`config.mk`:
```
export PLATFORM = sky130hd
export DESIGN_NAME = blend_unit
export DESIGN_NICKNAME = d
export VERILOG_FILES = /design/src/common/scaler_pkg.sv /design/src/verilog/blend_unit.sv
export SDC_FILE = /design/constraint.sdc
export NUM_CORES = 2
export LEC_CHECK = 0
export ABC_CLOCK_PERIOD_IN_PS = 11100
export BUFFER_PORTS_ARGS = -buffer_cell sky130_fd_sc_hd__buf_2
export CAP_MARGIN = 20
export CORE_ASPECT_RATIO = 2
export CORE_MARGIN = 5
export CORE_UTILIZATION = 41
export CTS_BUF_LIST = sky130_fd_sc_hd__clkbuf_4
export CTS_CLUSTER_SIZE = 28
export DETAILED_ROUTE_END_ITERATION = 8
export SYNTH_ARGS = -nofsm -noshare
export SYNTH_HDL_FRONTEND = slang
export SYNTH_SLANG_ARGS = --single-unit
```
`constraint.sdc`:
```
create_clock -name clk_in2 -period 11.1 [get_ports clk_in2]
set_input_delay 3.33 -clock clk_in2 [delete_from_list [all_inputs] [get_ports clk_in2]]
set_output_delay 3.33 -clock clk_in2 [all_outputs]
set_load 0.03 [all_outputs]
```
`src/common/scaler_pkg.sv`:
```
`default_nettype none

package scaler_pkg;

    // -------------------------------------------------------------------------
    // widths
    // -------------------------------------------------------------------------
    localparam int PIXEL_W    = 8;
    localparam int COORD_W    = 11;
    localparam int FRAC_W     = 16;
    localparam int ROW_SLOT_W = 10;    // 1024 pixel stride per row slot

    typedef logic [PIXEL_W-1:0]          pixel_t;
    typedef logic [COORD_W-1:0]          coord_t;
    typedef logic [COORD_W+FRAC_W-1:0]   fix_t;          // integer part over 16 fraction bits
    typedef logic [FRAC_W:0]             weight_t;       // up to 1.0 inclusive
    typedef logic [2*FRAC_W+1:0]         tap_weight_t;
    typedef logic [ROW_SLOT_W+1:0]       ram_addr_t;     // slot bits above the column
    typedef logic [PIXEL_W+2*FRAC_W+3:0] blend_sum_t;

    // step between neighbouring destination pixels, in source units
    function automatic logic [FRAC_W:0] calc_ratio(
        input int unsigned src,
        input int unsigned dst
    );
        logic [63:0] scaled;
        scaled = 64'(src) << FRAC_W;
        return (FRAC_W+1)'(scaled / 64'(dst));
    endfunction

endpackage

`default_nettype wire

```
`src/verilog/blend_unit.sv`:
```
`timescale 1ns/1ps
`default_nettype none

module blend_unit (
    input  wire                          clk_in2,
    input  wire                          rst_n,
    input  wire scaler_pkg::pixel_t      p00,
    input  wire scaler_pkg::pixel_t      p01,
    input  wire scaler_pkg::pixel_t      p10,
    input  wire scaler_pkg::pixel_t      p11,
    input  wire scaler_pkg::tap_weight_t w00,
    input  wire scaler_pkg::tap_weight_t w01,
    input  wire scaler_pkg::tap_weight_t w10,
    input  wire scaler_pkg::tap_weight_t w11,
    input  wire                          tap_line,
    input  wire                          tap_frame,
    output scaler_pkg::pixel_t           out_gray,
    output logic                         out_href,
    output logic                         out_vsync
);

    localparam int PROD_W = scaler_pkg::PIXEL_W + $bits(scaler_pkg::tap_weight_t);
    localparam int FW2    = 2 * scaler_pkg::FRAC_W;             // fraction bits of the sum
    localparam int INT_W  = $bits(scaler_pkg::blend_sum_t) - FW2;

    logic [PROD_W-1:0]      prod00, prod01, prod10, prod11;
    logic [PROD_W:0]        pair_top, pair_bot;
    scaler_pkg::blend_sum_t total;
    logic [INT_W-1:0]       rounded;
    logic [3:0]             href_q, vsync_q;

    // round half up at bit 31
    assign rounded = total[FW2 +: INT_W] + INT_W'(total[FW2-1]);

    always_ff @(posedge clk_in2)
    begin
        prod00   <= p00 * w00;
        prod01   <= p01 * w01;
        prod10   <= p10 * w10;
        prod11   <= p11 * w11;
        pair_top <= prod00 + prod01;
        pair_bot <= prod10 + prod11;
        total    <= pair_top + pair_bot;
        if (|rounded[INT_W-1:scaler_pkg::PIXEL_W])
            out_gray <= '1;                                  // saturate to 255
        else
            out_gray <= rounded[scaler_pkg::PIXEL_W-1:0];
    end

    // strobes follow the four pipeline stages
    always_ff @(posedge clk_in2)
    begin
        if (!rst_n)
        begin
            href_q  <= '0;
            vsync_q <= '0;
        end
        else
        begin
            href_q  <= {href_q[2:0], tap_line};
            vsync_q <= {vsync_q[2:0], tap_frame};
        end
    end

    assign out_href  = href_q[3];
    assign out_vsync = vsync_q[3];

endmodule

`default_nettype wire

```
==> out/results.tsv <==
metric	value	unit
Worst Tran Pin Value	0.750	ns
final hold vios	0	
post-synthesis cell area	45300	µm²
Antenna Nets Post-Route	0	
reg-to-reg startpoint	prod00[0]$_DFF_P_	
min-delay src	href_q[0]$_SDFF_PN0_	
Peak Freq	119	MHz
CTS Sinks	283	
Pint	6.87	mW
fin crit share	75.8	%
CP Cell Sequence	buf_2 -> nand2_1 -> fa_1 -> fa_1 -> inv_1 -> fa_1 -> inv_1 -> fa_1 -> inv_1 -> ha_1 -> a21boi_0 -> o21ai_1 -> o31ai_1 -> a31oi_1 -> o311ai_0 -> a21oi_1 -> o21ai_0 -> xor2_1	
hpwl dp	101	mm
VDD IR-drop max	0.134	mV
crit path launch type	input pin	
Worst EP arrival	9.07	ns
share of the synthesized area in the top cell type	34.0	%
share of cells above drive strength 1	6.40	%
Routed WL	122	mm
Fin Setup TNS	0	ns
Pleak	24.0	nW
# hold bufs at CTS	0	
clk slew on worst S/H paths	0.07	ns
Max Cap Viol	0	
DIE WIDTH	245	µm
leading area contributor after synthesis	fa_1	
Clock Power Share	6.2	%
Hold WC Path Type	reg -> reg	
sequential area share after synthesis	12.5	%
syn_nets	6285	
dpl cells	6474	
number of synthesized flops with an enable pin	0	
WS Path Type	in -> reg	
path depth of the worst reg2reg path	13	
Flop pwr share	13.8	%
max-slew violation count	0	
switch share	51.8	%
Logic pwr share	80.0	%
# IOs	182	
Worst EP required	11.77	ns
NetSw	7.37	mW
GRT overflow	0	
initial antenna violation count	7	
Final setup viols	0	
Std-Cell Rows	172	
CP max-delay cell	o31ai_1	
Async SR Flop Fraction	0	%
Synth top cells by count	915 x and2_1, 770 x fa_1, 727 x inv_1, 376 x ha_1, 313 x nand2_1	
syn_area_per_cell	9.13	µm²
Initial Utilization	41.2	%
root buffer cell	clkbuf_4	
Port Buf Inserts	181	
Detailed Routing Iterations Pass 1	7	
ys flop type	dfxtp_1	
crit path time final	8.41	ns
core region area	110000	µm²
die area	118000	µm²
vias	34189	
largest net degree at the start of global routing	35	
area grow syn2layout	6.84	%
FF+latch count, synth	283	
Initial DRC Count	1163	
via/cell ratio	5.18	
GP Congestion	0.886	
first-pass GRT wire length	198	mm
Distinct cells, synth	74	
drt wl/cell	18.5	µm
drc violations	0	
clk buf depth	3	
cell with the most instances after synthesis	and2_1	
worst-path fanout max	34	
final net count	6390	
outcome	finished, final reports clean	
crit-path most repeated cell	fa_1	
Cells after Synth	4967	
Post-CTS Resized	0	
CP peak stage delay	0.62	ns
gr usage total	20.9	%
CTS tree	done	
CTS Buf Count	74	
synth warn	0	
top cells by area, synth	fa_1 34%, and2_1 13%, dfxtp_1 12%, ha_1 10%, inv_1 6.0%	
H-tree depth	3	
Final Non-Filler Cells	6605	
RSZ-0062 raised after global routing	false	
origin of the worst setup path	p10[2]	
Worst-Skew Late Latency	0.80	ns
number of global-route vias before repair	38176	
Setup Buffers After CTS	0	
skew final	0.0689	ns
hold path cells	1	
crit end category	flip-flop	
chip height	480	µm
PD cells	294	nW/µm²
Max-slew headroom	49.6	%
layout by cell type (no fill, tap or decap), drive strengths merged, types with 17 or more instances in the layout:
master	Yosys	final
a211oi	17	17
a21o	181	181
a21oi	236	236
a31oi	30	30
and2	916	916
and3	39	39
buf	7	181
clkbuf	146	99
clkinv	0	23
dfxtp	283	283
fa	770	770
ha	376	376
inv	727	729
nand2	313	313
nand2b	30	30
nand3	61	61
nand4	33	33
nor2	129	129
nor2b	43	43
nor3	35	35
o21a	34	34
o21ai	126	126
o21bai	36	36
o31ai	20	20
xnor2	150	150
xor2	76	76
logic make-up (layout without fill, tap and decap cells):
family | after synthesis | in the layout | share of synthesized area, %
XOR/XNOR | 226 | 226 | 4.38
buffers and inverters | 880 | 1034 | 7.29
AO/OA/AOI/OAI | 780 | 780 | 11.2
adder cells (fa/ha/maj) | 1146 | 1146 | 44.4
other | 0 | 5 | 0
AND/OR/NAND/NOR | 1652 | 1652 | 20.2
flip-flops | 283 | 283 | 12.5
final timing paths:
path | to | slack, ns
max | prod10[39]$_DFF_P_ | 2.69
min | href_q[1]$_SDFF_PN0_ | 0.43
max reg2reg | pair_top[42]$_DFF_P_ | 7.55
min reg2reg | href_q[1]$_SDFF_PN0_ | 0.43
cell type report:
type / count / area [µm²]
fillers: 10952 / 61500
multi-input cells: 3804 / 36400
flip-flops and latches: 283 / 5670
inverters: 727 / 2730
well taps: 1479 / 1850
repair buffers: 182 / 913
clock buffers: 98 / 736
clock inverters: 27 / 161
diodes: 5 / 12.5
registers in the layout, summed over array words and instances, names as in the netlist:
signal	count
href_q	4
out_gray	8
pair_bot	43
pair_top	43
prod00	42
prod01	42
prod10	42
prod11	42
total	13
vsync_q	4
power groups by stage:
stage | sequential, mW | clock, mW | combinational [mW]
3_5_place_dp | 1.99 | 0 | 11.4
6_report | 1.97 | 0.886 | 11.4
5_1_grt | 2.00 | 0.986 | 12.7
2_1_floorplan | 1.84 | 0 | 8.41
3_3_place_gp | 1.99 | 0 | 11.3
4_1_cts | 1.98 | 0.930 | 11.5
critical path, delay by kind of cell:
family	cells	cell delay, ns
AO/OA/AOI/OAI	7	2.30
XOR/XNOR	1	0.20
adder cells (fa/ha/maj)	5	2.40
buffers and inverters	4	0.65
AND/OR/NAND/NOR	1	0.18
metrics by stage:
stage | hold WS (ns) | worst slack [ns] | total power [mW] | utilization (%) | cell area, µm²
after global placement | 0.410 | 1.93 | 13.3 | 43.2 | 47500
final | 0.433 | 2.69 | 14.2 | 44.0 | 48400
after detailed placement | 0.414 | 1.99 | 13.4 | 43.2 | 47500
after floorplan | 0.406 | 2.90 | 10.3 | - | 45300
after CTS | 0.436 | 2.81 | 14.4 | 44.0 | 48400
after global routing | 0.449 | 2.25 | 15.7 | 44.0 | 48400
per-layer routing:
metal / up-vias / track usage, % / share of wire, % / wire, µm
met5: - / 0 / 0 / 0
met4: 0 / 10.2 / 5.4 / 6620
met3: 277 / 1.75 / 2.4 / 2910
met2: 682 / 42.4 / 58 / 70500
met1: 17197 / 20.9 / 35 / 42200
li1: 16033 / - / - / -
No activity file was read; power rests on OpenSTA's default activity.
