--- config.mk ---
export PLATFORM = sky130hd
export DESIGN_NAME = tap_fetch
export DESIGN_NICKNAME = d
export VERILOG_FILES = /design/src/common/scaler_pkg.sv /design/src/verilog/tap_fetch.sv
export SDC_FILE = /design/constraint.sdc
export NUM_CORES = 2
export LEC_CHECK = 0
export BUFFER_PORTS_ARGS = -buffer_cell sky130_fd_sc_hd__buf_2
export CAP_MARGIN = 15
export CELL_PAD_IN_SITES_DETAIL_PLACEMENT = 1
export CELL_PAD_IN_SITES_GLOBAL_PLACEMENT = 1
export CORE_MARGIN = 10
export CORE_UTILIZATION = 40
export DETAILED_ROUTE_END_ITERATION = 16
export GPL_ROUTABILITY_DRIVEN = 0
export GPL_TIMING_DRIVEN = 0
export PLACE_DENSITY_LB_ADDON = 0.1
export SYNTH_ARGS = -nofsm -noshare
export SYNTH_HDL_FRONTEND = slang
export SYNTH_SLANG_ARGS = --single-unit
--- constraint.sdc ---
create_clock -name clk_in2 -period 6.8 [get_ports clk_in2]
set_clock_uncertainty 0.2 [all_clocks]
set_input_delay 1.36 -clock clk_in2 [delete_from_list [all_inputs] [get_ports clk_in2]]
set_output_delay 1.36 -clock clk_in2 [all_outputs]
set_load 0.01 [all_outputs]
--- src/common/scaler_pkg.sv ---
`default_nettype none

package scaler_pkg;

    // -------------------------------------------------------------------------
    // widths
    // -------------------------------------------------------------------------
    localparam int PIXEL_W    = 8;
    localparam int COORD_W    = 11;
    localparam int FRAC_W     = 16;
    localparam int ROW_SLOT_W = 10;    // 1024 pixel stride per row slot

    typedef logic [PIXEL_W-1:0]          pixel_t;
    typedef logic [COORD_W-1:0]          coord_t;
    typedef logic [COORD_W+FRAC_W-1:0]   fix_t;          // integer part over 16 fraction bits
    typedef logic [FRAC_W:0]             weight_t;       // up to 1.0 inclusive
    typedef logic [2*FRAC_W+1:0]         tap_weight_t;
    typedef logic [ROW_SLOT_W+1:0]       ram_addr_t;     // slot bits above the column
    typedef logic [PIXEL_W+2*FRAC_W+3:0] blend_sum_t;

    // step between neighbouring destination pixels, in source units
    function automatic logic [FRAC_W:0] calc_ratio(
        input int unsigned src,
        input int unsigned dst
    );
        logic [63:0] scaled;
        scaled = 64'(src) << FRAC_W;
        return (FRAC_W+1)'(scaled / 64'(dst));
    endfunction

endpackage

`default_nettype wire

--- src/verilog/tap_fetch.sv ---
`timescale 1ns/1ps
`default_nettype none

module tap_fetch #(
    parameter int SRC_W = 640,
    parameter int SRC_H = 480
) (
    input  wire                     clk_in2,
    input  wire                     rst_n,
    input  wire scaler_pkg::fix_t   x_pos,
    input  wire scaler_pkg::fix_t   y_pos,
    input  wire                     line,
    input  wire                     frame,
    output scaler_pkg::ram_addr_t   even_left_rd_addr,
    output scaler_pkg::ram_addr_t   even_right_rd_addr,
    output scaler_pkg::ram_addr_t   odd_left_rd_addr,
    output scaler_pkg::ram_addr_t   odd_right_rd_addr,
    input  wire scaler_pkg::pixel_t even_left_rd_data,
    input  wire scaler_pkg::pixel_t even_right_rd_data,
    input  wire scaler_pkg::pixel_t odd_left_rd_data,
    input  wire scaler_pkg::pixel_t odd_right_rd_data,
    output scaler_pkg::pixel_t      p00,
    output scaler_pkg::pixel_t      p01,
    output scaler_pkg::pixel_t      p10,
    output scaler_pkg::pixel_t      p11,
    output scaler_pkg::tap_weight_t w00,
    output scaler_pkg::tap_weight_t w01,
    output scaler_pkg::tap_weight_t w10,
    output scaler_pkg::tap_weight_t w11,
    output logic                    tap_line,
    output logic                    tap_frame
);

    localparam scaler_pkg::weight_t ONE = scaler_pkg::weight_t'(1 << scaler_pkg::FRAC_W);

    scaler_pkg::coord_t               x_int_c1, y_int_c1;
    scaler_pkg::weight_t              a_c1, na_c1, b_c1, nb_c1;
    scaler_pkg::ram_addr_t            odd_base, even_base;
    scaler_pkg::tap_weight_t [3:0]    w_c2, w_c3, w_c4;    // order 00, 01, 10, 11
    logic [1:0]                       odd_top_q;           // c2, c3
    logic [2:0]                       right_q, bottom_q;   // c2 to c4
    scaler_pkg::pixel_t               top_l, top_r, bot_l, bot_r;
    logic [4:0]                       line_q, frame_q;

    // -------------------------------------------------------------------------
    // c1 and c2: split coordinates, weights, read addresses
    // -------------------------------------------------------------------------
    always_ff @(posedge clk_in2)
    begin
        x_int_c1 <= x_pos[scaler_pkg::FRAC_W +: scaler_pkg::COORD_W];
        y_int_c1 <= y_pos[scaler_pkg::FRAC_W +: scaler_pkg::COORD_W];
        a_c1     <= {1'b0, x_pos[scaler_pkg::FRAC_W-1:0]};
        na_c1    <= ONE - {1'b0, x_pos[scaler_pkg::FRAC_W-1:0]};
        b_c1     <= {1'b0, y_pos[scaler_pkg::FRAC_W-1:0]};
        nb_c1    <= ONE - {1'b0, y_pos[scaler_pkg::FRAC_W-1:0]};
    end

    // odd top row puts the bottom row in the next even slot
    assign odd_base  = {y_int_c1[2:1], x_int_c1[scaler_pkg::ROW_SLOT_W-1:0]};
    assign even_base = odd_base + {y_int_c1[0], scaler_pkg::ROW_SLOT_W'(0)};

    always_ff @(posedge clk_in2)
    begin
        w_c2[0]            <= na_c1 * nb_c1;
        w_c2[1]            <= a_c1 * nb_c1;
        w_c2[2]            <= na_c1 * b_c1;
        w_c2[3]            <= a_c1 * b_c1;
        even_left_rd_addr  <= even_base;
        even_right_rd_addr <= even_base + 1'b1;
        odd_left_rd_addr   <= odd_base;
        odd_right_rd_addr  <= odd_base + 1'b1;
        odd_top_q <= {odd_top_q[0], y_int_c1[0]};
        right_q   <= {right_q[1:0], x_int_c1 == scaler_pkg::coord_t'(SRC_W - 1)};
        bottom_q  <= {bottom_q[1:0], y_int_c1 == scaler_pkg::coord_t'(SRC_H - 1)};
        w_c3      <= w_c2;
        w_c4      <= w_c3;
    end

    // -------------------------------------------------------------------------
    // c4 lane swap, c5 edge replication
    // -------------------------------------------------------------------------
    always_ff @(posedge clk_in2)
    begin
        if (odd_top_q[1])
        begin
            top_l <= odd_left_rd_data;
            top_r <= odd_right_rd_data;
            bot_l <= even_left_rd_data;
            bot_r <= even_right_rd_data;
        end
        else
        begin
            top_l <= even_left_rd_data;
            top_r <= even_right_rd_data;
            bot_l <= odd_left_rd_data;
            bot_r <= odd_right_rd_data;
        end
        p00 <= top_l;
        p01 <= right_q[2] ? top_l : top_r;        // last column
        p10 <= bottom_q[2] ? top_l : bot_l;       // last row
        case ({right_q[2], bottom_q[2]})
            2'b00:   p11 <= bot_r;
            2'b01:   p11 <= top_r;
            2'b10:   p11 <= bot_l;
            default: p11 <= top_l;
        endcase
        w00 <= w_c4[0];
        w01 <= w_c4[1];
        w10 <= w_c4[2];
        w11 <= w_c4[3];
    end

    always_ff @(posedge clk_in2)
    begin
        if (!rst_n)
        begin
            line_q  <= '0;
            frame_q <= '0;
        end
        else
        begin
            line_q  <= {line_q[3:0], line};
            frame_q <= {frame_q[3:0], frame};
        end
    end

    assign tap_line  = line_q[4];
    assign tap_frame = frame_q[4];

endmodule

`default_nettype wire

==> results.yml <==
synth:
  ys.flop_type: "dfxtp_1"
  yosysUniqueCellTypes: 65
  postSynthCellCount: 5049
  synth_warnings: 0
  avgSynthCellArea_um2: 10.2
  ys_seq_elements: 712
  synth_edf_count: 0
  syn_area_um2: 51500
  async_flop_share: 0
  yosysSeqAreaShare: 0.277
place:
  portBuffers: 303
  place_area_um2: 55100
  hpwl_um: 133000
clock_tree:
  root_buffer: "clkbuf_16"
  cts_sinks: 712
  clkTransAtPathRegs_ns: 0.07
  htreeDepth: 3
  insertion_delay_ns: 0.71
  cts_tree: "built"
  cts.path.max_buffers: 3
  post-cts-setup-buffers: 0
  cts_buffers: 77
sta:
  finalCriticalPeriod_ns: 6.59
  period_share: 0.970
  timing.fmax_mhz: 152
  slew-limit-headroom: 0.444
  hold_ws_ns: 0.105
  worst-slew-pin-transition_ns: 0.834
  hold_viol: 0
  setup_viol: 0
  drv_slew: 0
  rsz0062_at_grt: "false"
status:
  outcome: "completed"
detailed_routing:
  drt-total-wl_um: 162000
  drcViolationCount: 0
  vias: 35800
  drt-initial-drc-count: 1937
  ant_nets: 0
  drtPass1Iterations: 5
  viasPerCell: 4.99
  wl_per_cell_um: 22.6
die:
  io_pins: 308
  dieHeight_um: 379
  floorplan.initialDensity: 0.404
  die_area_um2: 144000
  core_region_area_um2: 128000
  die_w_um: 379
  rows: 131
global_route:
  antenna_found_initial: 26
  grt_max_degree: 16
  grt_pass1_wl_um: 244000
  grt.overflow.total: 0
  grt_pass1_vias: 39500
  track_usage: 0.229
layout:
  design_area_um2: 58200
  drive_gt1_frac: 0.129
  final_cell_mix: "947 x inv_1, 834 x fa_1, 696 x dfxtp_1"
  final_common_cell: "inv_1"
  syn2layout_area_growth_pct: 13.0
  finalNetCount: 6784
  n_fill_cell: 14300
  postLayoutCoreUtil: 0.456
critical_path:
  criticalPathCategory: "reg -> reg"
  worst_setup_path_end_kind: "register"
  arrival_ns: 6.98
  start_kind: "register"
  crit_required_ns: 7.19
  path_max_fanout: 10
worst_hold_path:
  hp-class: "reg -> reg"
flow_run:
  max_cap_viol_count: 0
## synth_stat cells, types with 10 or more instances
master,number,share of area
buf_4,27,0.0039
nor2_1,74,0.0054
dfxtp_1,712,0.28
inv_1,947,0.069
mux2_2,48,0.010
o21a_1,10,0.0015
xnor2_1,104,0.018
o21ai_0,51,0.0050
ha_1,426,0.10
fa_1,834,0.32
and2_1,481,0.058
a31oi_1,13,0.0016
xor2_1,54,0.0092
clkbuf_1,216,0.016
a211oi_1,11,0.0016
a21o_1,57,0.0083
nor2b_1,10,0.0012
nand2_1,649,0.047
o21ai_1,16,0.0016
a21oi_1,116,0.011
and3_1,10,0.0012
o21bai_1,17,0.0025
nand3_1,23,0.0022
nand4_1,19,0.0023
nor3_1,24,0.0023
## kinds of logic (layout without fill, tap and decap cells)
| logic type | count (synthesis) | count (layout) | synth area share |
|---|---|---|---|
| simple gates | 1327 | 1327 | 0.126 |
| fa+ha+maj | 1260 | 1260 | 0.428 |
| buf+inv | 1195 | 1632 | 0.0890 |
| flops | 712 | 712 | 0.277 |
| compound gates | 340 | 340 | 0.0422 |
| xor+xnor | 158 | 158 | 0.0269 |
| mux | 56 | 56 | 0.0120 |
| other cells | 1 | 12 | 0.0000728 |
## area by class of cell
cell class	instances	area (um2)	area share
multi-input cells	3145	32800	0.563
flip-flops and latches	712	14300	0.245
inverters	947	3550	0.0611
clock buffers	97	2100	0.0361
well taps	1662	2080	0.0357
repair buffers	303	1520	0.0261
plain buffers	248	1360	0.0233
clock inverters	37	533	0.00916
diodes	8	20.0	0.000344
## stage by stage
stage / std cells / setup WS [ns] / setup TNS [ns]
5_1_grt: 7151 / 0.00151 / 0
2_1_floorplan: 5052 / 0.931 / 0
6_report: 7159 / 0.205 / 0
3_3_place_gp: 7017 / -0.457 / -4.27
3_5_place_dp: 7017 / -0.543 / -5.58
4_1_cts: 7151 / 0.000171 / 0
## registers in the layout (all words and copies together), names as in the netlist, 15 cells and up
| signal | flops |
|---|---|
| w_c2 | 129 |
| w_c3 | 129 |
| w_c4 | 129 |
| w00 | 33 |
| w01 | 32 |
| w10 | 32 |
| w11 | 32 |
| na_c1 | 17 |
| nb_c1 | 17 |
| a_c1 | 15 |
| b_c1 | 15 |
## metal layers
metal / wire [um] / vias up / part of all wire / GRT usage
met5: 81 / - / 0.00050 / 0
met4: 6330 / 14 / 0.039 / 0.0796
met3: 13500 / 296 / 0.083 / 0.0594
met2: 76200 / 1046 / 0.47 / 0.382
met1: 65800 / 18500 / 0.41 / 0.285
li1: - / 15900 / - / -
## worst max-delay path, cell delays in order (launching register included)
cell and delay [ns]:
dfxtp_1 0.35, clkbuf_2 0.34, and2_1 0.29, fa_1 0.47
inv_1 0.06, fa_1 0.48, inv_1 0.05, fa_1 0.49
inv_1 0.05, fa_1 0.53, inv_1 0.05, fa_1 0.49
fa_1 0.45, ha_1 0.38, and3_1 0.20, o2111ai_1 0.22
nor2b_1 0.23, o21ai_1 0.26, a41oi_1 0.32, o31ai_2 0.35
xor2_1 0.20
## timing repair
item	CTS	global route
hold buffers	0	0
setup endpoints to repair	35	37
gates resized for setup	110	268
## final timing paths
path                     from               end  slack [ns]  cells after the start
max           b_c1[6]$_DFF_P_  w_c2[99]$_DFF_P_        0.21                     20
min          w_c2[86]$_DFF_P_  w_c3[86]$_DFF_P_        0.10                      0
max reg2reg   b_c1[6]$_DFF_P_  w_c2[99]$_DFF_P_        0.21                     20
min reg2reg  w_c2[86]$_DFF_P_  w_c3[86]$_DFF_P_        0.10                      0
Power is left out: the tool's default activity adds up to more than one toggle a clock period on the data nets, which glitch-free logic cannot reach.
