[src/common/scaler_pkg.sv]
`default_nettype none

package scaler_pkg;

    // -------------------------------------------------------------------------
    // widths
    // -------------------------------------------------------------------------
    localparam int PIXEL_W    = 8;
    localparam int COORD_W    = 11;
    localparam int FRAC_W     = 16;
    localparam int ROW_SLOT_W = 10;    // 1024 pixel stride per row slot

    typedef logic [PIXEL_W-1:0]          pixel_t;
    typedef logic [COORD_W-1:0]          coord_t;
    typedef logic [COORD_W+FRAC_W-1:0]   fix_t;          // integer part over 16 fraction bits
    typedef logic [FRAC_W:0]             weight_t;       // up to 1.0 inclusive
    typedef logic [2*FRAC_W+1:0]         tap_weight_t;
    typedef logic [ROW_SLOT_W+1:0]       ram_addr_t;     // slot bits above the column
    typedef logic [PIXEL_W+2*FRAC_W+3:0] blend_sum_t;

    // step between neighbouring destination pixels, in source units
    function automatic logic [FRAC_W:0] calc_ratio(
        input int unsigned src,
        input int unsigned dst
    );
        logic [63:0] scaled;
        scaled = 64'(src) << FRAC_W;
        return (FRAC_W+1)'(scaled / 64'(dst));
    endfunction

endpackage

`default_nettype wire

[src/line_buffer/line_writer.sv]
`timescale 1ns/1ps
`default_nettype none

module line_writer #(
    parameter int SRC_W = 640
) (
    input  wire                     clk_in2,
    input  wire                     rst_n,
    input  wire                     in_vsync,
    input  wire                     in_href,
    input  wire scaler_pkg::pixel_t in_gray,
    output scaler_pkg::ram_addr_t   wr_addr,
    output scaler_pkg::pixel_t      wr_data,
    output logic                    even_we,
    output logic                    odd_we,
    output scaler_pkg::coord_t      rows_done,
    output logic                    frame_start
);

    scaler_pkg::coord_t col_cnt;
    logic               vsync_q;
    logic               pix_valid;
    logic               last_pix;

    assign pix_valid = in_vsync & in_href;
    assign last_pix  = pix_valid && (col_cnt == scaler_pkg::coord_t'(SRC_W - 1));

    // -------------------------------------------------------------------------
    // column and row counters
    // -------------------------------------------------------------------------
    always_ff @(posedge clk_in2)
    begin
        if (!rst_n)
        begin
            col_cnt     <= '0;
            rows_done   <= '0;
            vsync_q     <= 1'b0;
            frame_start <= 1'b0;
        end
        else
        begin
            vsync_q     <= in_vsync;
            frame_start <= in_vsync & ~vsync_q;    // rising edge of the frame
            col_cnt     <= pix_valid ? col_cnt + 1'b1 : '0;
            if (!in_vsync)
                rows_done <= '0;
            else if (last_pix)
                rows_done <= rows_done + 1'b1;     // row index of the next line
        end
    end

    // -------------------------------------------------------------------------
    // write port, one cycle behind the sample
    // -------------------------------------------------------------------------
    always_ff @(posedge clk_in2)
    begin
        if (!rst_n)
        begin
            even_we <= 1'b0;
            odd_we  <= 1'b0;
        end
        else
        begin
            even_we <= pix_valid & ~rows_done[0];
            odd_we  <= pix_valid & rows_done[0];
        end
    end

    always_ff @(posedge clk_in2)
    begin
        wr_data <= in_gray;
        wr_addr <= {rows_done[2:1], col_cnt[scaler_pkg::ROW_SLOT_W-1:0]};   // slot, column
    end

    // a longer line would spill into the next row slot
    assert property (@(posedge clk_in2) disable iff (!rst_n)
        in_href |-> (col_cnt < scaler_pkg::coord_t'(SRC_W)))
    else $error("line_writer: source line longer than SRC_W");

endmodule

`default_nettype wire

[config.mk]
export PLATFORM = sky130hd
export DESIGN_NAME = line_writer
export DESIGN_NICKNAME = d
export VERILOG_FILES = /design/src/common/scaler_pkg.sv /design/src/line_buffer/line_writer.sv
export SDC_FILE = /design/constraint.sdc
export NUM_CORES = 1
export LEC_CHECK = 0
export ABC_AREA = 0
export BUFFER_PORTS_ARGS = -buffer_cell sky130_fd_sc_hd__buf_4
export CAP_MARGIN = 20
export CORE_ASPECT_RATIO = 0.8
export CORE_UTILIZATION = 45
export DETAILED_ROUTE_END_ITERATION = 7
export GPL_ROUTABILITY_DRIVEN = 0
export PLACE_DENSITY = 0.72
export SLEW_MARGIN = 5
export SYNTH_ARGS = -nofsm -noshare
export SYNTH_HDL_FRONTEND = slang
export SYNTH_SLANG_ARGS = --single-unit
[constraint.sdc]
create_clock -name clk_in2 -period 4.8 [get_ports clk_in2]
set_input_delay 0 -clock clk_in2 [delete_from_list [all_inputs] [get_ports clk_in2]]
set_output_delay 0 -clock clk_in2 [all_outputs]
set_load 0.01 [all_outputs]
==> summary.md, run 1 <==
| Metric | Value |
|---|---|
| GRT overflow | `0` |
| Worst slack at placement | `2.68 ns` |
| Ports | `46` |
| Data required, critical path | `5.03 ns` |
| Yosys top cell area share | `~63%` |
| Share of post-route cells with drive strength above 1 | `28.1%` |
| Post-Syn Area | `1460 um^2` |
| # port buffers | `45` |
| PwrDens | `316 nW/um^2` |
| Initial Util | `47.3%` |
| Filler cells | `245` |
| TNS Setup | `0 ns` |
| Skew-Pair Late Insertion Delay | `0.29 ns` |
| Synth unique cells | `26` |
| Inserted Clock Buffers | `5` |
| Peak VDD IR | `a little under 0.2 mV` |
| Largest net degree at the start of global routing | `14` |
| Routed Wire Length | `2.87 mm` |
| Syn_nets | `152` |
| Sequential element share of the synthesized area | `63.1%` |
| Final number of hold-violating endpoints | `0` |
| Synth warn | `0` |
| NumNets Final | `210` |
| RSZ-0062 raised after global routing | `no` |
| CTS Buffer Depth | `2` |
| R2R setup slack | `approximately 2.7 ns` |
| Post-Synthesis Cells | `around 140` |
| Chip height | `53.0 um` |
| Via count | `1,178` |
| Critical Path Start Type | `flop` |
| Slew Limit Fails | `0` |
| First-pass GRT wire length | `4.55 mm` |
| Vias in the first global route | `1,052` |
| Syn_area_per_cell | `10.6 um^2` |
| Die Area | `3480 um^2` |
| Vias/cell | `roughly 5.0` |
| Row count | `18` |
| Slew @ Worst Pin | `0.666 ns` |
| CP Capture Type | `flop` |
| CTS tree | `yes` |
| Diodes inserted | `0` |
| Synth Area in Simple Gates | `between 10% and 20%` |
| Arrival @ worst endpoint | `2.36 ns` |
| Post-synthesis adder-cell area fraction | `1.71%` |
| Main combinational cell family by area after synthesis | `simple AND/OR/NAND/NOR gates` |
| Max-Cap Viols | `0` |
| XOR/XNOR Fraction of Synth Area | `under 10%` |
| Outcome | `finished, final reports clean` |
| Mux share of post-synthesis cell area | `0.686%` |
| Post-CTS resize count | `0` |
| Number of setup violations in the final report | `0` |
| Die X | `around 66 um` |
| Worst-path clk slew | `0.08 ns` |
| Min cycle time layout | `2.13 ns` |
| H-tree Lvls | `2` |
| Routed WL per cell | `12.2 um` |
| Post CTS Setup Buffer Count | `0` |
| Synth top area cells | `dfxtp_1 (63%), nor2_1 (3.9%), or3_1 (3.0%)` |
| Worst slew margin | `55.2%` |
| Initial antenna violation count | `0` |
| Clock Skew | `0.00424 ns` |
| Final period util | `44.4%` |
| Flops & latches, synth | `46` |
| WS Path Type | `reg -> reg` |
| Core Area | `approximately 3100 um^2` |
| Routed Antenna Nets | `0` |
| Total Routing Usage GR | `17.8%` |
| Clk root buf | `clkbuf_8` |
| DRC errors left | `0` |
| Post-Place Cell Area | `1840 um^2` |
| PnR worst setup slack | `2.67 ns` |
| DRT Pass-1 Iters | `4` |
| Crit-path max FO | `8` |
| Clock sink total | `46` |
| Leak Pwr | `0.816 nW` |
| Synth-to-layout area growth | `37.3%` |
| Worst min path class | `in -> reg` |
| Detailed placement HPWL | `2.01 mm` |
| 1st-iter DRT viols | `28` |
| Max Fclk | `469 MHz` |
| Compound-gate portion of the synthesized area | `6.94%` |
| Post-synth top area cell | `dfxtp_1` |
| Post-route cell area | `2000 um^2` |
worst max-delay path: stages, from the launching register on:
cell and delay, ns:
dfxtp_1 0.43, or4b_4 0.52, or4_1 0.60, or3_1 0.39
a21oi_1 0.14
path summary, 6_finish.rpt:
check	startpoint	endpoint	depth (start not counted)
worst max-delay path	col_cnt[6]	rows_done[7]	4
worst min-delay path	in_vsync	rows_done[0]	5
worst max register to register	col_cnt[6]	rows_done[7]	4
worst min register to register	vsync_q	frame_start	1
registers in the layout (all words and copies together) (netlist names):
register and cells:
rows_done 11, col_cnt 11, vsync_q 1, odd_we 1
wr_addr 12, frame_start 1, even_we 1, wr_data 8
logic make-up after synthesis:
| family | Yosys count |
|---|---|
| xor+xnor | 10 |
| compound gates | 18 |
| buf+inv | 6 |
| mux | 1 |
| flops | 46 |
| fa+ha+maj | 2 |
| simple gates | 55 |
cell usage in the layout, fill, tap and decap left out:
cell type,netlist,layout
o41ai_1,1,1
a31o_2,1,1
mux2i_1,1,1
clkbuf_8,0,5
or3_1,7,7
nor3_1,2,2
or4_1,1,1
nor2_1,15,15
dlygate4sd3_1,0,9
clkinv_2,0,2
nand2b_1,1,1
and3_1,2,2
nand3_1,7,7
xor2_1,5,5
o311ai_0,1,1
dfxtp_1,46,46
o21ai_0,7,7
a21oi_1,8,8
nand2_1,9,9
xnor2_1,5,5
ha_1,2,2
or4b_4,1,1
and4_1,2,2
or4_4,1,1
nor4_1,2,2
buf_4,0,45
nand4_1,5,5
inv_1,3,3
what timing repair did:
item / CTS / global route
hold endpoints to repair: 10 / 0
endpoints found under the setup margin: 0 / 0
hold buffers: 9 / 0
cells in the mapped netlist:
cell type and count:
dfxtp_1 46, nor2_1 15, nand2_1 9, a21oi_1 8, nand3_1 7, o21ai_0 7, or3_1 7, nand4_1 5
xnor2_1 5, xor2_1 5, inv_1 3, and3_1 2, and4_1 2, clkbuf_1 2, ha_1 2, nor3_1 2
nor4_1 2, a31o_2 1, buf_2 1, mux2i_1 1, nand2b_1 1, o311ai_0 1, o41ai_1 1, or4_1 1
or4_4 1, or4b_4 1
per-layer routing:
metal	global-route usage (%)	vias up	share of wire (%)
met4	9.78	0	1.7
met1	22.9	527	48
met5	0	-	0
li1	-	598	-
met2	26.7	47	43
met3	4.96	6	7.1
stage by stage:
| stage | power, mW | utilization [%] | hold WS, ns | std cells |
|---|---|---|---|---|
| final | 0.633 | 65.0 | 0.188 | 236 |
| after detailed placement | 0.420 | 59.5 | 0.106 | 220 |
| after CTS | 0.641 | 65.0 | 0.189 | 236 |
| after global routing | 0.658 | 65.0 | 0.231 | 236 |
| after global placement | 0.420 | 59.5 | 0.106 | 220 |
| after floorplan | 0.404 | - | 0.0277 | 138 |
area by class of cell:
type                            instances  area, um^2  share of cell area (%)
Clock buffer                            5        68.8                    3.43
Clock inverter                          2        10.0                   0.499
Inverter                                3        11.3                   0.562
Multi-Input combinational cell         86         515                    25.7
Tap cell                               40        50.0                    2.50
Sequential cell                        46         921                    45.9
Timing Repair Buffer                   54         428                    21.3
where the power goes:
| part | leakage, nW | internal (mW) | switching [mW] |
|---|---|---|---|
| Clock | 0.0438 | 0.0977 | 0.118 |
| Combinational | 0.398 | 0.0167 | 0.0112 |
| Sequential | 0.374 | 0.387 | 0.00196 |
Power figures use the tool's default switching activity.
==> run 2, diff against run 1 <==
--- a/config.mk
+++ b/config.mk
@@ -9,10 +9,10 @@
 export BUFFER_PORTS_ARGS = -buffer_cell sky130_fd_sc_hd__buf_4
 export CAP_MARGIN = 20
 export CORE_ASPECT_RATIO = 0.8
-export CORE_UTILIZATION = 45
+export CORE_UTILIZATION = 44
 export DETAILED_ROUTE_END_ITERATION = 7
 export GPL_ROUTABILITY_DRIVEN = 0
-export PLACE_DENSITY = 0.72
+export PLACE_DENSITY = 0.73
 export SLEW_MARGIN = 5
 export SYNTH_ARGS = -nofsm -noshare
 export SYNTH_HDL_FRONTEND = slang
==> constraint.sdc (replaced) <==
create_clock -name clk_in2 -period 1.9 [get_ports clk_in2]
set_input_delay 0 -clock clk_in2 [delete_from_list [all_inputs] [get_ports clk_in2]]
set_output_delay 0 -clock clk_in2 [all_outputs]
set_load 0.01 [all_outputs]
==> run 2 against run 1 <==
  * The flow now finishes with violations (negative setup slack)
  * Final cell count increased by 7.6%
  * First-iteration DRC count increased by 54%
  * Die area increased by 2.2%
  * Clock skew decreased by 0.00086 ns
  * Worst setup slack got worse by 2.7 ns
  * Flip-flop and latch count unchanged
  * Utilization increased by 4.4 points
==> summary.md, run 2 (synthesis results as in run 1) <==
| Metric | Value |
|---|---|
| Vias/cell | `4.93 (was 4.99)` |
| # port buffers | `45 (unchanged)` |
| Routed Wire Length | `3.27 mm (was 2.87 mm)` |
| Worst min path class | `in -> reg (unchanged)` |
| Routed Antenna Nets | `0 (unchanged)` |
| Synth-to-layout area growth | `48.8% (was 37.3%)` |
| Arrival @ worst endpoint | `2.14 ns (was 2.36 ns)` |
| NumNets Final | `227 (was 210)` |
| Share of post-route cells with drive strength above 1 | `37.4% (was 28.1%)` |
| Final number of hold-violating endpoints | `0 (unchanged)` |
| Placed Cells | `237 (was 220)` |
| Commonest non-fill, non-tap cell in the layout | `buf_4 (was dfxtp_1)` |
| Top reg by flops | `wr_addr (unchanged)` |
| Hold path cells | `4 (was 5)` |
| First-pass GRT wire length | `5.20 mm (was 4.55 mm)` |
| RSZ-0062 raised after global routing | `yes (was no)` |
| Worst-path clk slew | `0.08 ns (about the same)` |
| CTS Buffer Depth | `2 (unchanged)` |
| CP Capture Type | `flop (unchanged)` |
| PnR worst setup slack | `-0.00810 ns (was 2.67 ns)` |
| Data required, critical path | `2.13 ns (was 5.03 ns)` |
| Clock sink total | `46 (unchanged)` |
| Largest register FFs | `12 (unchanged)` |
| Post-Place Cell Area | `1970 um^2 (was 1840 um^2)` |
| Ports | `46 (unchanged)` |
| Worst hold margin | `0.121 ns (was 0.188 ns)` |
| Most frequent cells in the layout | `buf_4 (62), dfxtp_1 (44), nor2_1 (15), nand2_1 (9), dlygate4sd3_1 (9) (was dfxtp_1 (46), buf_4 (45), nor2_1 (15), nand2_1 (9), dlygate4sd3_1 (9))` |
| Total power | `1.66 mW (was 0.633 mW)` |
| Final period util | `100% (was 44.4%)` |
| Final core utilization | `69.4% (was 65.0%)` |
| Vias in the first global route | `1,205 (was 1,052)` |
| PwrDens | `764 nW/um^2 (was 316 nW/um^2)` |
| Max Fclk | `524 MHz (was 469 MHz)` |
| Initial Util | `46.6% (was 47.3%)` |
| Detailed placement HPWL | `2.38 mm (was 2.01 mm)` |
| Routed WL per cell | `12.9 um (was 12.2 um)` |
| Chip height | `53.5 um (was 53.0 um)` |
| WS Path Type | `reg -> reg (unchanged)` |
| CTS tree | `yes (unchanged)` |
| Critical Path Start Type | `flop (unchanged)` |
| Worst slew margin | `75.5% (was 55.2%)` |
| Largest net degree at the start of global routing | `14 (unchanged)` |
| FF-to-FF path depth | `4 (unchanged)` |
| TNS Setup | `-0.00810 ns (was 0 ns)` |
| Post-Layout Cell Count | `254 (was 236)` |
| Regs by FF count | `wr_addr x12, col_cnt x11, rows_done x11 (unchanged)` |
| DRT Pass-1 Iters | `4 (unchanged)` |
| Clk root buf | `clkbuf_8 (unchanged)` |
| 1st-iter DRT viols | `43 (was 28)` |
| DRC errors left | `0 (unchanged)` |
| Max-Cap Viols | `0 (unchanged)` |
| Row count | `18 (unchanged)` |
| Min cycle time layout | `1.91 ns (was 2.13 ns)` |
| Worst slack at placement | `-0.108 ns (was 2.68 ns)` |
| Post-route cell area | `2170 um^2 (was 2000 um^2)` |
| Skew-Pair Late Insertion Delay | `0.30 ns (was 0.29 ns)` |
| Failing checks | `negative setup slack` |
| Outcome | `finished, violations left (was finished, final reports clean)` |
| Crit-path max FO | `8 (unchanged)` |
| Number of setup violations in the final report | `1 (was 0)` |
| Peak VDD IR | `0.537 mV (was 0.199 mV)` |
| Initial antenna violation count | `0 (unchanged)` |
| Inserted Clock Buffers | `5 (unchanged)` |
| Die Area | `3550 um^2 (was 3480 um^2)` |
| Die X | `66.4 um (was 65.7 um)` |
| R2R setup slack | `-0.008 ns (was 2.67 ns)` |
| Leak Pwr | `0.914 nW (was 0.816 nW)` |
| Diodes inserted | `0 (unchanged)` |
| GRT overflow | `0 (unchanged)` |
| Slew Limit Fails | `0 (unchanged)` |
| Via count | `1,253 (was 1,178)` |
| H-tree Lvls | `2 (unchanged)` |
| Total Routing Usage GR | `20.5% (was 17.8%)` |
| Clock Skew | `0.00338 ns (was 0.00424 ns)` |
| Core Area | `3130 um^2 (was 3090 um^2)` |
| Post CTS Setup Buffer Count | `0 (unchanged)` |
| Slew @ Worst Pin | `0.366 ns (was 0.666 ns)` |
## run 2: cell types whose count changed in the layout (fill, tap and decap cells not counted), sizes merged
| cell | delta |
|---|---|
| clkinv | -1 |
| clkbuf | +2 |
| buf | +17 |
## run 2: area by class of cell
| type | count | area, um^2 |
|---|---|---|
| well taps | 40 | 50.0 |
| multi-input cells | 86 | 541 |
| repair buffers | 71 | 556 |
| clock buffers | 7 | 86.3 |
| fillers | 236 | 958 |
| clock inverters | 1 | 5.00 |
| inverters | 3 | 11.3 |
| flip-flops and latches | 46 | 923 |
## run 2: critical path, cell delays in order (launching register included)
cell and delay [ns]:
dfxtp_1 0.32, or4b_4 0.54, or4_4 0.48, or3_4 0.39, a21oi_2 0.12
## run 2: final timing paths
kind,from,to
setup / recovery,col_cnt[10],rows_done[9]
hold / removal,rst_n,frame_start
setup reg to reg,col_cnt[10],rows_done[9]
hold reg to reg,vsync_q,frame_start
## run 2: power by group
group | switching, mW | internal (mW)
Sequential | 0.00426 | 0.977
Clock | 0.307 | 0.293
Combinational | 0.0310 | 0.0452
Total | 0.343 | 1.32
## run 2: timing repair
item / CTS / global route
gates resized for setup: 1 / 5
endpoints found under the setup margin: 6 / 7
hold endpoints to repair: 10 / 0
hold buffers: 9 / 0
pin swaps: 1 / 6
## run 2: layer usage
layer / track usage [%] / up-vias / part of all wire, %
met5: 0 / - / 0
met4: 8.87 / 0 / 0.76
met3: 8.41 / 4 / 5.7
met2: 34.5 / 44 / 48
met1: 23.0 / 575 / 46
li1: - / 630 / -
