`config.mk`:
```
export PLATFORM = sky130hd
export DESIGN_NAME = scale_sequencer
export DESIGN_NICKNAME = d
export VERILOG_FILES = /design/src/common/scaler_pkg.sv /design/src/verilog/scale_sequencer.sv
export SDC_FILE = /design/constraint.sdc
export NUM_CORES = 1
export LEC_CHECK = 0
export ABC_AREA = 1
export BUFFER_PORTS_ARGS = -buffer_cell sky130_fd_sc_hd__buf_2
export CORE_MARGIN = 3
export CORE_UTILIZATION = 50
export DETAILED_ROUTE_END_ITERATION = 8
export PLACE_DENSITY = 0.8
export SYNTH_ARGS = -nofsm -noshare
export SYNTH_HDL_FRONTEND = slang
export SYNTH_SLANG_ARGS = --single-unit
```
`constraint.sdc`:
```
create_clock -name clk_in2 -period 2.3 [get_ports clk_in2]
set_clock_uncertainty 0.15 [all_clocks]
set_input_delay 0.46 -clock clk_in2 [delete_from_list [all_inputs] [get_ports clk_in2]]
set_output_delay 0.46 -clock clk_in2 [all_outputs]
set_load 0.02 [all_outputs]
```
`src/common/scaler_pkg.sv`:
```
`default_nettype none

package scaler_pkg;

    // -------------------------------------------------------------------------
    // widths
    // -------------------------------------------------------------------------
    localparam int PIXEL_W    = 8;
    localparam int COORD_W    = 11;
    localparam int FRAC_W     = 16;
    localparam int ROW_SLOT_W = 10;    // 1024 pixel stride per row slot

    typedef logic [PIXEL_W-1:0]          pixel_t;
    typedef logic [COORD_W-1:0]          coord_t;
    typedef logic [COORD_W+FRAC_W-1:0]   fix_t;          // integer part over 16 fraction bits
    typedef logic [FRAC_W:0]             weight_t;       // up to 1.0 inclusive
    typedef logic [2*FRAC_W+1:0]         tap_weight_t;
    typedef logic [ROW_SLOT_W+1:0]       ram_addr_t;     // slot bits above the column
    typedef logic [PIXEL_W+2*FRAC_W+3:0] blend_sum_t;

    // step between neighbouring destination pixels, in source units
    function automatic logic [FRAC_W:0] calc_ratio(
        input int unsigned src,
        input int unsigned dst
    );
        logic [63:0] scaled;
        scaled = 64'(src) << FRAC_W;
        return (FRAC_W+1)'(scaled / 64'(dst));
    endfunction

endpackage

`default_nettype wire

```
`src/verilog/scale_sequencer.sv`:
```
`timescale 1ns/1ps
`default_nettype none

module scale_sequencer #(
    parameter int SRC_W = 640,
    parameter int SRC_H = 480,
    parameter int DST_W = 320,
    parameter int DST_H = 240
) (
    input  wire                     clk_in2,
    input  wire                     rst_n,
    input  wire                     frame_start,
    input  wire scaler_pkg::coord_t rows_done,
    output scaler_pkg::fix_t        x_pos,
    output scaler_pkg::fix_t        y_pos,
    output logic                    line,
    output logic                    frame
);

    localparam logic [scaler_pkg::FRAC_W:0] X_RATIO = scaler_pkg::calc_ratio(SRC_W, DST_W);
    localparam logic [scaler_pkg::FRAC_W:0] Y_RATIO = scaler_pkg::calc_ratio(SRC_H, DST_H);

    typedef enum logic [1:0] {
        S_IDLE,
        S_ROW_WAIT,
        S_ROW_ISSUE,
        S_ROW_ADVANCE
    } state_t;

    state_t             state;
    scaler_pkg::coord_t x_cnt;
    scaler_pkg::coord_t y_cnt;
    scaler_pkg::coord_t x_int;
    scaler_pkg::coord_t y_int;
    logic               rows_ready;
    logic               last_col;
    logic               last_row;

    assign x_int    = x_pos[scaler_pkg::FRAC_W +: scaler_pkg::COORD_W];
    assign y_int    = y_pos[scaler_pkg::FRAC_W +: scaler_pkg::COORD_W];
    assign last_col = (x_cnt == scaler_pkg::coord_t'(DST_W - 1));
    assign last_row = (y_cnt == scaler_pkg::coord_t'(DST_H - 1));

    // both source rows in the ring, or the whole frame is in
    assign rows_ready = (rows_done > y_int + scaler_pkg::coord_t'(1))
                     || (rows_done == scaler_pkg::coord_t'(SRC_H));

    // -------------------------------------------------------------------------
    // row FSM and coordinate accumulators
    // -------------------------------------------------------------------------
    always_ff @(posedge clk_in2)
    begin
        if (!rst_n)
        begin
            state <= S_IDLE;
            x_cnt <= '0;
            y_cnt <= '0;
            x_pos <= '0;
            y_pos <= '0;
            line  <= 1'b0;
            frame <= 1'b0;
        end
        else
        begin
            case (state)
                S_IDLE:
                begin
                    if (frame_start)
                    begin
                        y_pos <= '0;
                        y_cnt <= '0;
                        state <= S_ROW_WAIT;
                    end
                end
                S_ROW_WAIT:
                begin
                    if (rows_ready)
                    begin
                        x_pos <= '0;
                        x_cnt <= '0;
                        line  <= 1'b1;
                        frame <= 1'b1;         // rises with the first pixel of row 0
                        state <= S_ROW_ISSUE;
                    end
                end
                S_ROW_ISSUE:
                begin
                    x_pos <= x_pos + scaler_pkg::fix_t'(X_RATIO);
                    x_cnt <= x_cnt + 1'b1;
                    if (last_col)
                    begin
                        line  <= 1'b0;
                        frame <= ~last_row;
                        state <= S_ROW_ADVANCE;
                    end
                end
                S_ROW_ADVANCE:
                begin
                    y_pos <= y_pos + scaler_pkg::fix_t'(Y_RATIO);
                    y_cnt <= y_cnt + 1'b1;
                    state <= last_row ? S_IDLE : S_ROW_WAIT;
                end
                default:
                begin
                    state <= S_IDLE;
                end
            endcase
        end
    end

    // mapped column stays inside the source line
    assert property (@(posedge clk_in2) disable iff (!rst_n)
        line |-> (x_int < scaler_pkg::coord_t'(SRC_W)))
    else $error("scale_sequencer: x coordinate beyond source width");

endmodule

`default_nettype wire

```
==> results of run 1 <==
==> flip-flops by register name, indices dropped and copies added, names as in the netlist <==
| register | flops |
|---|---|
| x_cnt | 11 |
| line | 1 |
| frame | 1 |
| state | 2 |
| y_cnt | 11 |
==> per-stage QoR <==
| step | cells | cell area (sq um) | worst slack [ns] | power (mW) | hold WS, ns |
|---|---|---|---|---|---|
| floorplan | 345 | 2178 | 0.6577 | 1.066 | 0.2975 |
| global placement | 352 | 1902 | 0.4516 | 1.121 | 0.3064 |
| detailed placement | 352 | 1902 | 0.4106 | 1.138 | 0.3197 |
| CTS | 356 | 1957 | 0.3993 | 1.437 | 0.3220 |
| global route | 356 | 1957 | 0.2247 | 1.536 | 0.3409 |
| finish | 356 | 1957 | 0.3976 | 1.431 | 0.3234 |
==> kinds of logic after synthesis <==
logic type | Yosys count
other cells | 1
simple gates | 141
buf+inv | 85
xor+xnor | 3
fa+ha+maj | 6
compound gates | 30
flops | 26
==> power groups by stage <==
stage                     Clock [mW]  Combinational, mW  Sequential, mW
after detailed placement           0              0.592           0.545
after CTS                      0.309              0.594           0.534
final                          0.302              0.593           0.535
after global placement             0              0.579           0.541
after floorplan                    0              0.513           0.554
after global routing           0.324              0.669           0.543
==> cell usage after synthesis (2+ instances only) <==
cell and number:
buf_4 55, nand2_1 50, nor2_1 41, dfxtp_1 26, inv_1 26, nand3_1 19, a21oi_1 18, nor3_1 7
o21ai_0 7, ha_1 6, nand4_1 5, nand2_2 4, a211oi_1 2, inv_2 2, nand3_2 2, nor2_2 2
nor2_4 2, nor3_2 2, or2_2 2, xnor2_1 2
==> critical path, stage by stage, from the launching register on <==
cell,delay (ns)
dfxtp_1,0.41
inv_1,0.10
ha_1,0.22
inv_1,0.10
nand2_2,0.07
nand2_4,0.12
inv_1,0.09
o21ai_2,0.24
inv_1,0.14
o21ai_0,0.10
a21oi_1,0.05
==> layer usage <==
metal | GRT usage, % | wire [um] | share of wire (%)
met1 | 19.29 | 1533 | 43
met5 | 0 | 0 | 0
met2 | 27.62 | 1809 | 50
met3 | 3.728 | 215 | 6.0
met4 | 3.893 | 47 | 1.3
==> final cells by class <==
cell class              count  area (sq um)  area share, %
multi-input cells         234          1131          57.80
well taps                  48         60.06          3.069
clock buffers               4         55.05          2.813
inverters                  28         105.1          5.371
repair buffers             16         85.08          4.348
flip-flops and latches     26         520.5          26.60
==> layout by cell type (no fill, tap or decap), types with 4 or more instances in the layout <==
| cell | netlist | routed |
|---|---|---|
| nand2_2 | 4 | 4 |
| nor2_1 | 41 | 41 |
| nand3_1 | 19 | 19 |
| conb_1 | 1 | 54 |
| buf_2 | 1 | 14 |
| ha_1 | 6 | 6 |
| o21ai_0 | 7 | 7 |
| a21oi_1 | 18 | 18 |
| inv_1 | 26 | 26 |
| clkbuf_8 | 0 | 4 |
| nand2_1 | 50 | 50 |
| nor3_1 | 7 | 7 |
| dfxtp_1 | 26 | 26 |
| nand4_1 | 5 | 5 |
==> worst max path at each step <==
stage,startpoint,to,slack (ns),cells after the start
2_1_floorplan,state[0],x_cnt[10],0.66,8
3_3_place_gp,state[0],y_cnt[6],0.45,10
3_5_place_dp,state[0],y_cnt[6],0.41,10
4_1_cts,state[0],y_cnt[6],0.40,10
5_1_grt,state[0],y_cnt[6],0.22,10
6_report,state[0],y_cnt[6],0.40,10
==> impl_metrics.ini, run 1 <==
[run_status]
outcome = complete, no violations

[clock_tree]
numCtsBuffers = 3
path_clk_slew_ns = 0.09
cts_tree = done
clock_sinks = 26
clockBufferDepth = 2
root_buffer = clkbuf_8
clk_latency_ns = 0.28
cts_htree_levels = 1
cts_hold_buf = 0
cts_resized = 0
postCtsSetupBuffers = 0

[timing]
hold_viol = 0
post-route-period-util_pct = 82.71
rsz0062_at_grt = false
setup_viol = 0
setup_tns_ns = 0
slew_viol_final = 0
fin_crit_ns = 1.902
fmax_mhz = 525.6

[setup_path]
critPathMaxFanout = 8
worstSetupStartpointType = flop
r2r.worst_path.cells = 10
worstPathRequired_ns = 2.31
critical_path_class = reg -> reg
rrSetupSlack_ns = 0.40
end_kind = flop
worstReg2RegEnd = y_cnt[6]
arrival_ns = 1.92
r2r_start = state[0]

[route]
vias = 1643
drt_wl_total_um = 3607
dr.pass1.iters = 4
drc = 0
vias_per_cell = 4.615
post_drt_wl_per_cell_um = 10.13
antenna_left = 0
drt_iter0_drc = 97

[global_route]
grt_pass1_wl_um = 5699
antenna_found_initial = 0
grt_use_total_pct = 15.76
grt_max_degree = 15
overflow = 0
grt_pass1_vias = 1357

[logic_synthesis]
synth_edf_count = 0
yosys.area_share.simple_pct = 33.63
ys_top_cells_by_area = dfxtp_1 26%, buf_4 21%, nand2_1 9.5%
synthDistinctLibCells = 32
syn_area_per_cell_sq_um = 6.779
synthFlopType = dfxtp_1
ys_seq_area_share_pct = 26.30
synth_compound_area_share_pct = 8.154
muxShareOfSynthArea_pct = 0
ys_warn_count = 0
synthCells = 292
ys_ff_latch = 26
synth_top_cell_by_area = dfxtp_1
synth.top_cell.area_share_pct = 26.30
synth_xor_area_share_pct = 1.327
netlist_area_sq_um = 1979
synthAdderAreaFrac_pct = 3.793
synth_top_family_by_area = simple AND/OR/NAND/NOR gates
synthArstFlopShare_pct = 0

[worst_hold_path]
min_from = rst_n
min_path_cells = 3
worstHoldEndpoint = x_cnt[3]
hp-class = in -> reg

[pwr]
p_leak_nw = 0.8407
sw_frac_of_total_pct = 43.33
pwr-share-seq_pct = 37.4
p_clk_share_pct = 21.1
share_comb_of_total_power_pct = 41.5
irDropWorstVdd_mv = 0.6190
switchingPower_mw = 0.6200
powerDensity_nw_per_um2 = 731.1
power.internal_mw = 0.8107

[floorplan]
initial_core_util_pct = 52.87
rows = 22
core-area_sq_um = 3744
dieArea_sq_um = 4750
die_x_um = 68.92
die_height_um = 68.92
pin_count = 70

[layout]
nFillCells = 383
syn_to_final_growth_pct = -1.138
final_util_pct = 52.27
drive_above_1_share_pct = 12.66
nNetsFinal = 329
n_antenna_cell = 0

[placed_design]
dp_hpwl_um = 2809
io_buffer_count = 14
place_congestion = 0.8355

[job]
maxCapViolCount = 0
(Power assumes the default switching activity.)
==> run 2, diff against run 1 <==
--- a/config.mk
+++ b/config.mk
@@ -8,9 +8,9 @@
 export ABC_AREA = 1
 export BUFFER_PORTS_ARGS = -buffer_cell sky130_fd_sc_hd__buf_2
 export CORE_MARGIN = 3
-export CORE_UTILIZATION = 50
+export CORE_UTILIZATION = 45
 export DETAILED_ROUTE_END_ITERATION = 8
-export PLACE_DENSITY = 0.8
+export PLACE_DENSITY = 0.76
 export SYNTH_ARGS = -nofsm -noshare
 export SYNTH_HDL_FRONTEND = slang
 export SYNTH_SLANG_ARGS = --single-unit
==> constraint.sdc (replaced) <==
create_clock -name clk_in2 -period 1.6 [get_ports clk_in2]
set_clock_uncertainty 0.15 [all_clocks]
set_input_delay 0.32 -clock clk_in2 [delete_from_list [all_inputs] [get_ports clk_in2]]
set_output_delay 0.32 -clock clk_in2 [all_outputs]
set_load 0.02 [all_outputs]
==> run 2 against run 1 <==
- the run now ends with setup timing left
- final cell count increased by 5.1%
- global-route usage decreased by 0.70 points
- flip-flop and latch count unchanged
- maximum frequency increased by 19%
- total power increased by 93%
- die area increased by 10%
- clock power increased by 84%
- utilization increased by 3.9 points
- clock-buffer cell count decreased by 1
- register-to-register slack got worse by 0.40 ns
- via count increased by 6.6%
- routed wire length increased by 17%
- critical endpoint is now x_cnt[9]
- highest routed layer unchanged
==> impl_metrics.ini, run 2 (same netlist as run 1, synthesis figures left out) <==
[route]
dr.pass1.iters = 4
vias_per_cell = 4.684
drt_wl_total_um = 4225
antenna_left = 0
vias = 1752
drc = 0
drt_iter0_drc = 101
post_drt_wl_per_cell_um = 11.30

[run_status]
outcome = finished, violations left
violations = setup timing

[layout]
drive_above_1_share_pct = 27.78
final_common_cell = conb_1
top_regs = x_cnt (11), y_cnt (11), state (2)
nNetsFinal = 345
most-common-layout-cells = 54 x conb_1, 49 x nand2_1, 34 x nor2_1
nFillCells = 378
n_antenna_cell = 0
final_util_pct = 56.19
syn_to_final_growth_pct = 16.81

[floorplan]
pin_count = 70
initial_core_util_pct = 48.10
die_height_um = 72.32
die_x_um = 72.32
core-area_sq_um = 4115
rows = 23
dieArea_sq_um = 5230

[clock_tree]
clock_sinks = 26
numCtsBuffers = 3
path_clk_slew_ns = 0.09
root_buffer = clkbuf_8
clk_latency_ns = 0.27
cts_htree_levels = 1
cts_tree = done
clockBufferDepth = 2

[setup_path]
end_kind = flop
worstSetupStartpointType = flop
r2r_start = state[1]
arrival_ns = 1.60
r2r.worst_path.cells = 10
worstReg2RegEnd = x_cnt[9]
critical_path_class = reg -> reg
rrSetupSlack_ns = -0.005
worstPathRequired_ns = 1.59
critPathMaxFanout = 8

[timing]
hold_viol = 0
relSlewSlack_pct = 62.40
slew_viol_final = 0
setup_viol = 3
setup_tns_ns = -0.007635
rsz0062_at_grt = true
setup_ws_ns = -0.005396
post-route-period-util_pct = 100.3
worst_pin_slew_ns = 0.5634
fin_crit_ns = 1.605
fmax_mhz = 622.9

[pwr]
p_leak_nw = 0.9783
irDropWorstVdd_mv = 1.251
powerDensity_nw_per_um2 = 1191

[placed_design]
io_buffer_count = 14
place_congestion = 0.8564
dp_hpwl_um = 2958

[job]
maxCapViolCount = 0

[global_route]
antenna_found_initial = 0
grt_pass1_wl_um = 6423
grt_use_total_pct = 15.06
grt_max_degree = 16
overflow = 0
grt_pass1_vias = 1529

[worst_hold_path]
min_path_cells = 3
min_from = rst_n
worstHoldEndpoint = state[1]
hp-class = in -> reg
-- run 2: area by class of cell --
cell class	count	area, sq um	share of cell area (%)
Clock inverter	1	30.03	1.299
Timing Repair Buffer	32	234.0	10.12
Inverter	28	112.6	4.870
Tap cell	50	62.56	2.706
Clock buffer	3	41.29	1.786
Sequential cell	26	530.5	22.94
Multi-Input combinational cell	234	1301	56.28
-- run 2: timing repair --
action                                  in CTS  in global routing
buffers inserted                             0                  3
endpoints found under the setup margin      14                 23
hold buffers                                 0                  0
pin swaps                                    3                 18
cloned                                       1                  0
gates resized for setup                     11                 47
-- run 2: critical path: stages, from the launching register on --
cell and delay (ns):
dfxtp_4 0.37, inv_4 0.08, ha_4 0.13, nand2_1 0.05
nor2_1 0.12, nand3_2 0.13, nand2_4 0.13, buf_12 0.15
nor2_1 0.05, nor2_1 0.08, nor2_1 0.05
-- run 2: power breakdown --
group | internal (mW) | leakage, nW | total [mW] | switching, mW
Sequential | 0.720 | 0.213 | 0.778 | 0.0577
Clock | 0.335 | 0.0357 | 0.555 | 0.220
Combinational | 0.563 | 0.730 | 1.42 | 0.859
Total | 1.62 | 0.978 | 2.75 | 1.14
-- run 2: how the worst max path moves through the flow --
stage                     end  cells after the start      from
global route        y_cnt[10]                     10  state[0]
detailed placement   x_cnt[5]                      8  state[0]
finish               x_cnt[9]                     10  state[1]
CTS                  x_cnt[7]                     10  state[1]
floorplan           y_cnt[10]                     10  state[1]
global placement     x_cnt[5]                      8  state[0]
-- run 2: metrics by stage --
stage | cell area (sq um) | setup WS, ns | std cells | hold slack [ns] | total power [mW]
after floorplan | 2183 | 0.01570 | 345 | 0.2936 | 1.549
after global placement | 2016 | -0.009654 | 367 | 0.3055 | 1.761
after detailed placement | 2016 | -0.04793 | 367 | 0.3190 | 1.778
after CTS | 2133 | -0.005619 | 372 | 0.1810 | 2.489
after global routing | 2312 | -0.1216 | 374 | 0.1893 | 2.925
final | 2312 | -0.005396 | 374 | 0.1899 | 2.755
-- run 2: layer usage --
layer	vias up	GRT usage [%]	part of all wire, %
li1	886	-	-
met1	824	18.09	41
met2	40	26.59	55
met3	2	3.463	3.8
met4	0	4.384	0.52
met5	-	0	0
==> run 3, diff against run 2 <==
--- a/config.mk
+++ b/config.mk
@@ -7,6 +7,8 @@
 export LEC_CHECK = 0
 export ABC_AREA = 1
 export BUFFER_PORTS_ARGS = -buffer_cell sky130_fd_sc_hd__buf_2
+export CAP_MARGIN = 20
+export CORE_ASPECT_RATIO = 2
 export CORE_MARGIN = 3
 export CORE_UTILIZATION = 45
 export DETAILED_ROUTE_END_ITERATION = 8
==> run 3 against run 2 <==
- the run now ends clean
- die area is 0.93% higher
- final area rose by 2.4%
- worst setup slack better by 0.026 ns
- clock-buffer cell count grew 1
- non-clock buffer count rose by 6
- register-to-register slack gained 0.03 ns
- via count rose by 3.8%
- hold slack worse by 0.0038 ns
- routed wire length rose by 5.0%
- clock power shrank 23%
- highest routed layer unchanged
==> impl_metrics.ini, run 3 (same netlist as run 1, synthesis figures left out) <==
[clock_tree]
cts_tree = done
clockBufferDepth = 2
path_clk_slew_ns = 0.09
numCtsBuffers = 3
clk_latency_ns = 0.27
clock_sinks = 26
root_buffer = clkbuf_8
cts_htree_levels = 1

[floorplan]
initial_core_util_pct = 47.46
rows = 33
pin_count = 70
die_height_um = 99.80
die_x_um = 52.90
core-area_sq_um = 4170
dieArea_sq_um = 5279

[timing]
post-route-period-util_pct = 98.72
setup_ws_ns = 0.02051
holdWs_ns = 0.1861
rsz0062_at_grt = true
slew_viol_final = 0
fmax_mhz = 633.1
fin_crit_ns = 1.579
setup_viol = 0
hold_viol = 0

[layout]
n_antenna_cell = 0
syn_to_final_growth_pct = 19.60
top_regs = x_cnt (11), y_cnt (11), state (2)
final_common_cell = conb_1
most-common-layout-cells = 54 x conb_1, 45 x nand2_1, 39 x nor2_1
final_util_pct = 56.77
drive_above_1_share_pct = 26.67
nNetsFinal = 351

[setup_path]
arrival_ns = 1.64
worstReg2RegEnd = y_cnt[5]
path_common_cell = buf_4
worstPathRequired_ns = 1.66
worstSetupStartpointType = flop
end_kind = flop
rrSetupSlack_ns = 0.02
r2r.worst_path.cells = 9
critical_path_class = reg -> reg
crit_chain = buf_4 -> ha_4 -> nand2_4 -> nand2_8 -> buf_4 -> nand3_4 -> nor3_4 -> buf_4 -> nor3_1
max_stage_delay_ns = 0.37
r2r_start = state[1]
cpMaxStageDelayCell = dfxtp_4
cp-endpoint = y_cnt[5]
startpoint = state[1]
critPathMaxFanout = 6

[pwr]
p_leak_nw = 1.026
irDropWorstVdd_mv = 0.8470
powerDensity_nw_per_um2 = 1178

[route]
antenna_left = 0
drc = 0
dr.pass1.iters = 4
drt_iter0_drc = 28
vias = 1819
drt_wl_total_um = 4438
post_drt_wl_per_cell_um = 11.62
vias_per_cell = 4.762

[global_route]
overflow = 0
grt_use_total_pct = 16.20
grt_pass1_vias = 1675
antenna_found_initial = 0
grt_pass1_wl_um = 6672
grt_max_degree = 15

[placed_design]
dp_slack_ns = -0.05445
dp_hpwl_um = 3299
io_buffer_count = 14
place_congestion = 0.8585

[worst_hold_path]
hp-class = in -> reg
min_path_cells = 3

[job]
maxCapViolCount = 0

[run_status]
outcome = complete, no violations
-- run 3: changes by cell type in the layout (fill, tap and decap cells not counted), sizes merged --
cell	before	now
buf	32	37
bufinv	1	0
clkbuf	3	5
-- run 3: layout make-up --
cell class	instances	area, sq um
fillers	428	1803
multi-input cells	234	1301
flip-flops and latches	26	531.8
repair buffers	38	299.0
inverters	28	115.1
well taps	52	65.06
clock buffers	4	55.05
-- run 3: worst max-delay path, delay by kind of cell, from the launching register on --
kind	cells	cell delay [ns]
adders and majority gates	1	0.16
buffers and inverters	3	0.42
DFF	1	0.37
and+or+nand+nor	5	0.43
-- run 3: where the power goes --
part | total, mW | internal (mW) | switching, mW | leakage, nW
logic | 1.58 | 0.684 | 0.899 | 0.784
clock network | 0.428 | 0.220 | 0.208 | 0.0288
registers | 0.777 | 0.720 | 0.0568 | 0.213
total | 2.79 | 1.62 | 1.16 | 1.03
-- run 3: worst min-delay path by stage --
stage	to	startpoint	slack [ns]
floorplan	x_cnt[3]	rst_n	0.29
global placement	y_cnt[7]	y_cnt[7]	0.31
detailed placement	y_cnt[7]	y_cnt[7]	0.32
CTS	x_cnt[3]	rst_n	0.19
global route	x_cnt[3]	rst_n	0.19
finish	x_cnt[3]	rst_n	0.19
-- run 3: metrics by stage --
step	instance area [sq um]	std cells	power (mW)	setup TNS, ns
3_5_place_dp	2048	373	1.872	-0.2827
4_1_cts	2155	377	2.366	0
3_3_place_gp	2048	373	1.842	-0.01717
2_1_floorplan	2183	345	1.549	0
6_report	2367	382	2.789	0
5_1_grt	2367	382	2.943	-0.4435
-- run 3: timing repair --
action,in CTS,in global routing
gates resized for setup,14,46
pin swaps,4,12
hold buffers,0,0
setup endpoints to repair,14,21
cloned,0,1
buffers inserted,0,4
-- run 3: metal layers --
metal / wire [um] / track usage [%] / vias up
met3: 186 / 2.080 / 10
met4: 111 / 7.087 / 0
li1: - / - / 902
met1: 1450 / 15.19 / 860
met2: 2689 / 32.18 / 47
met5: 0 / 0 / -
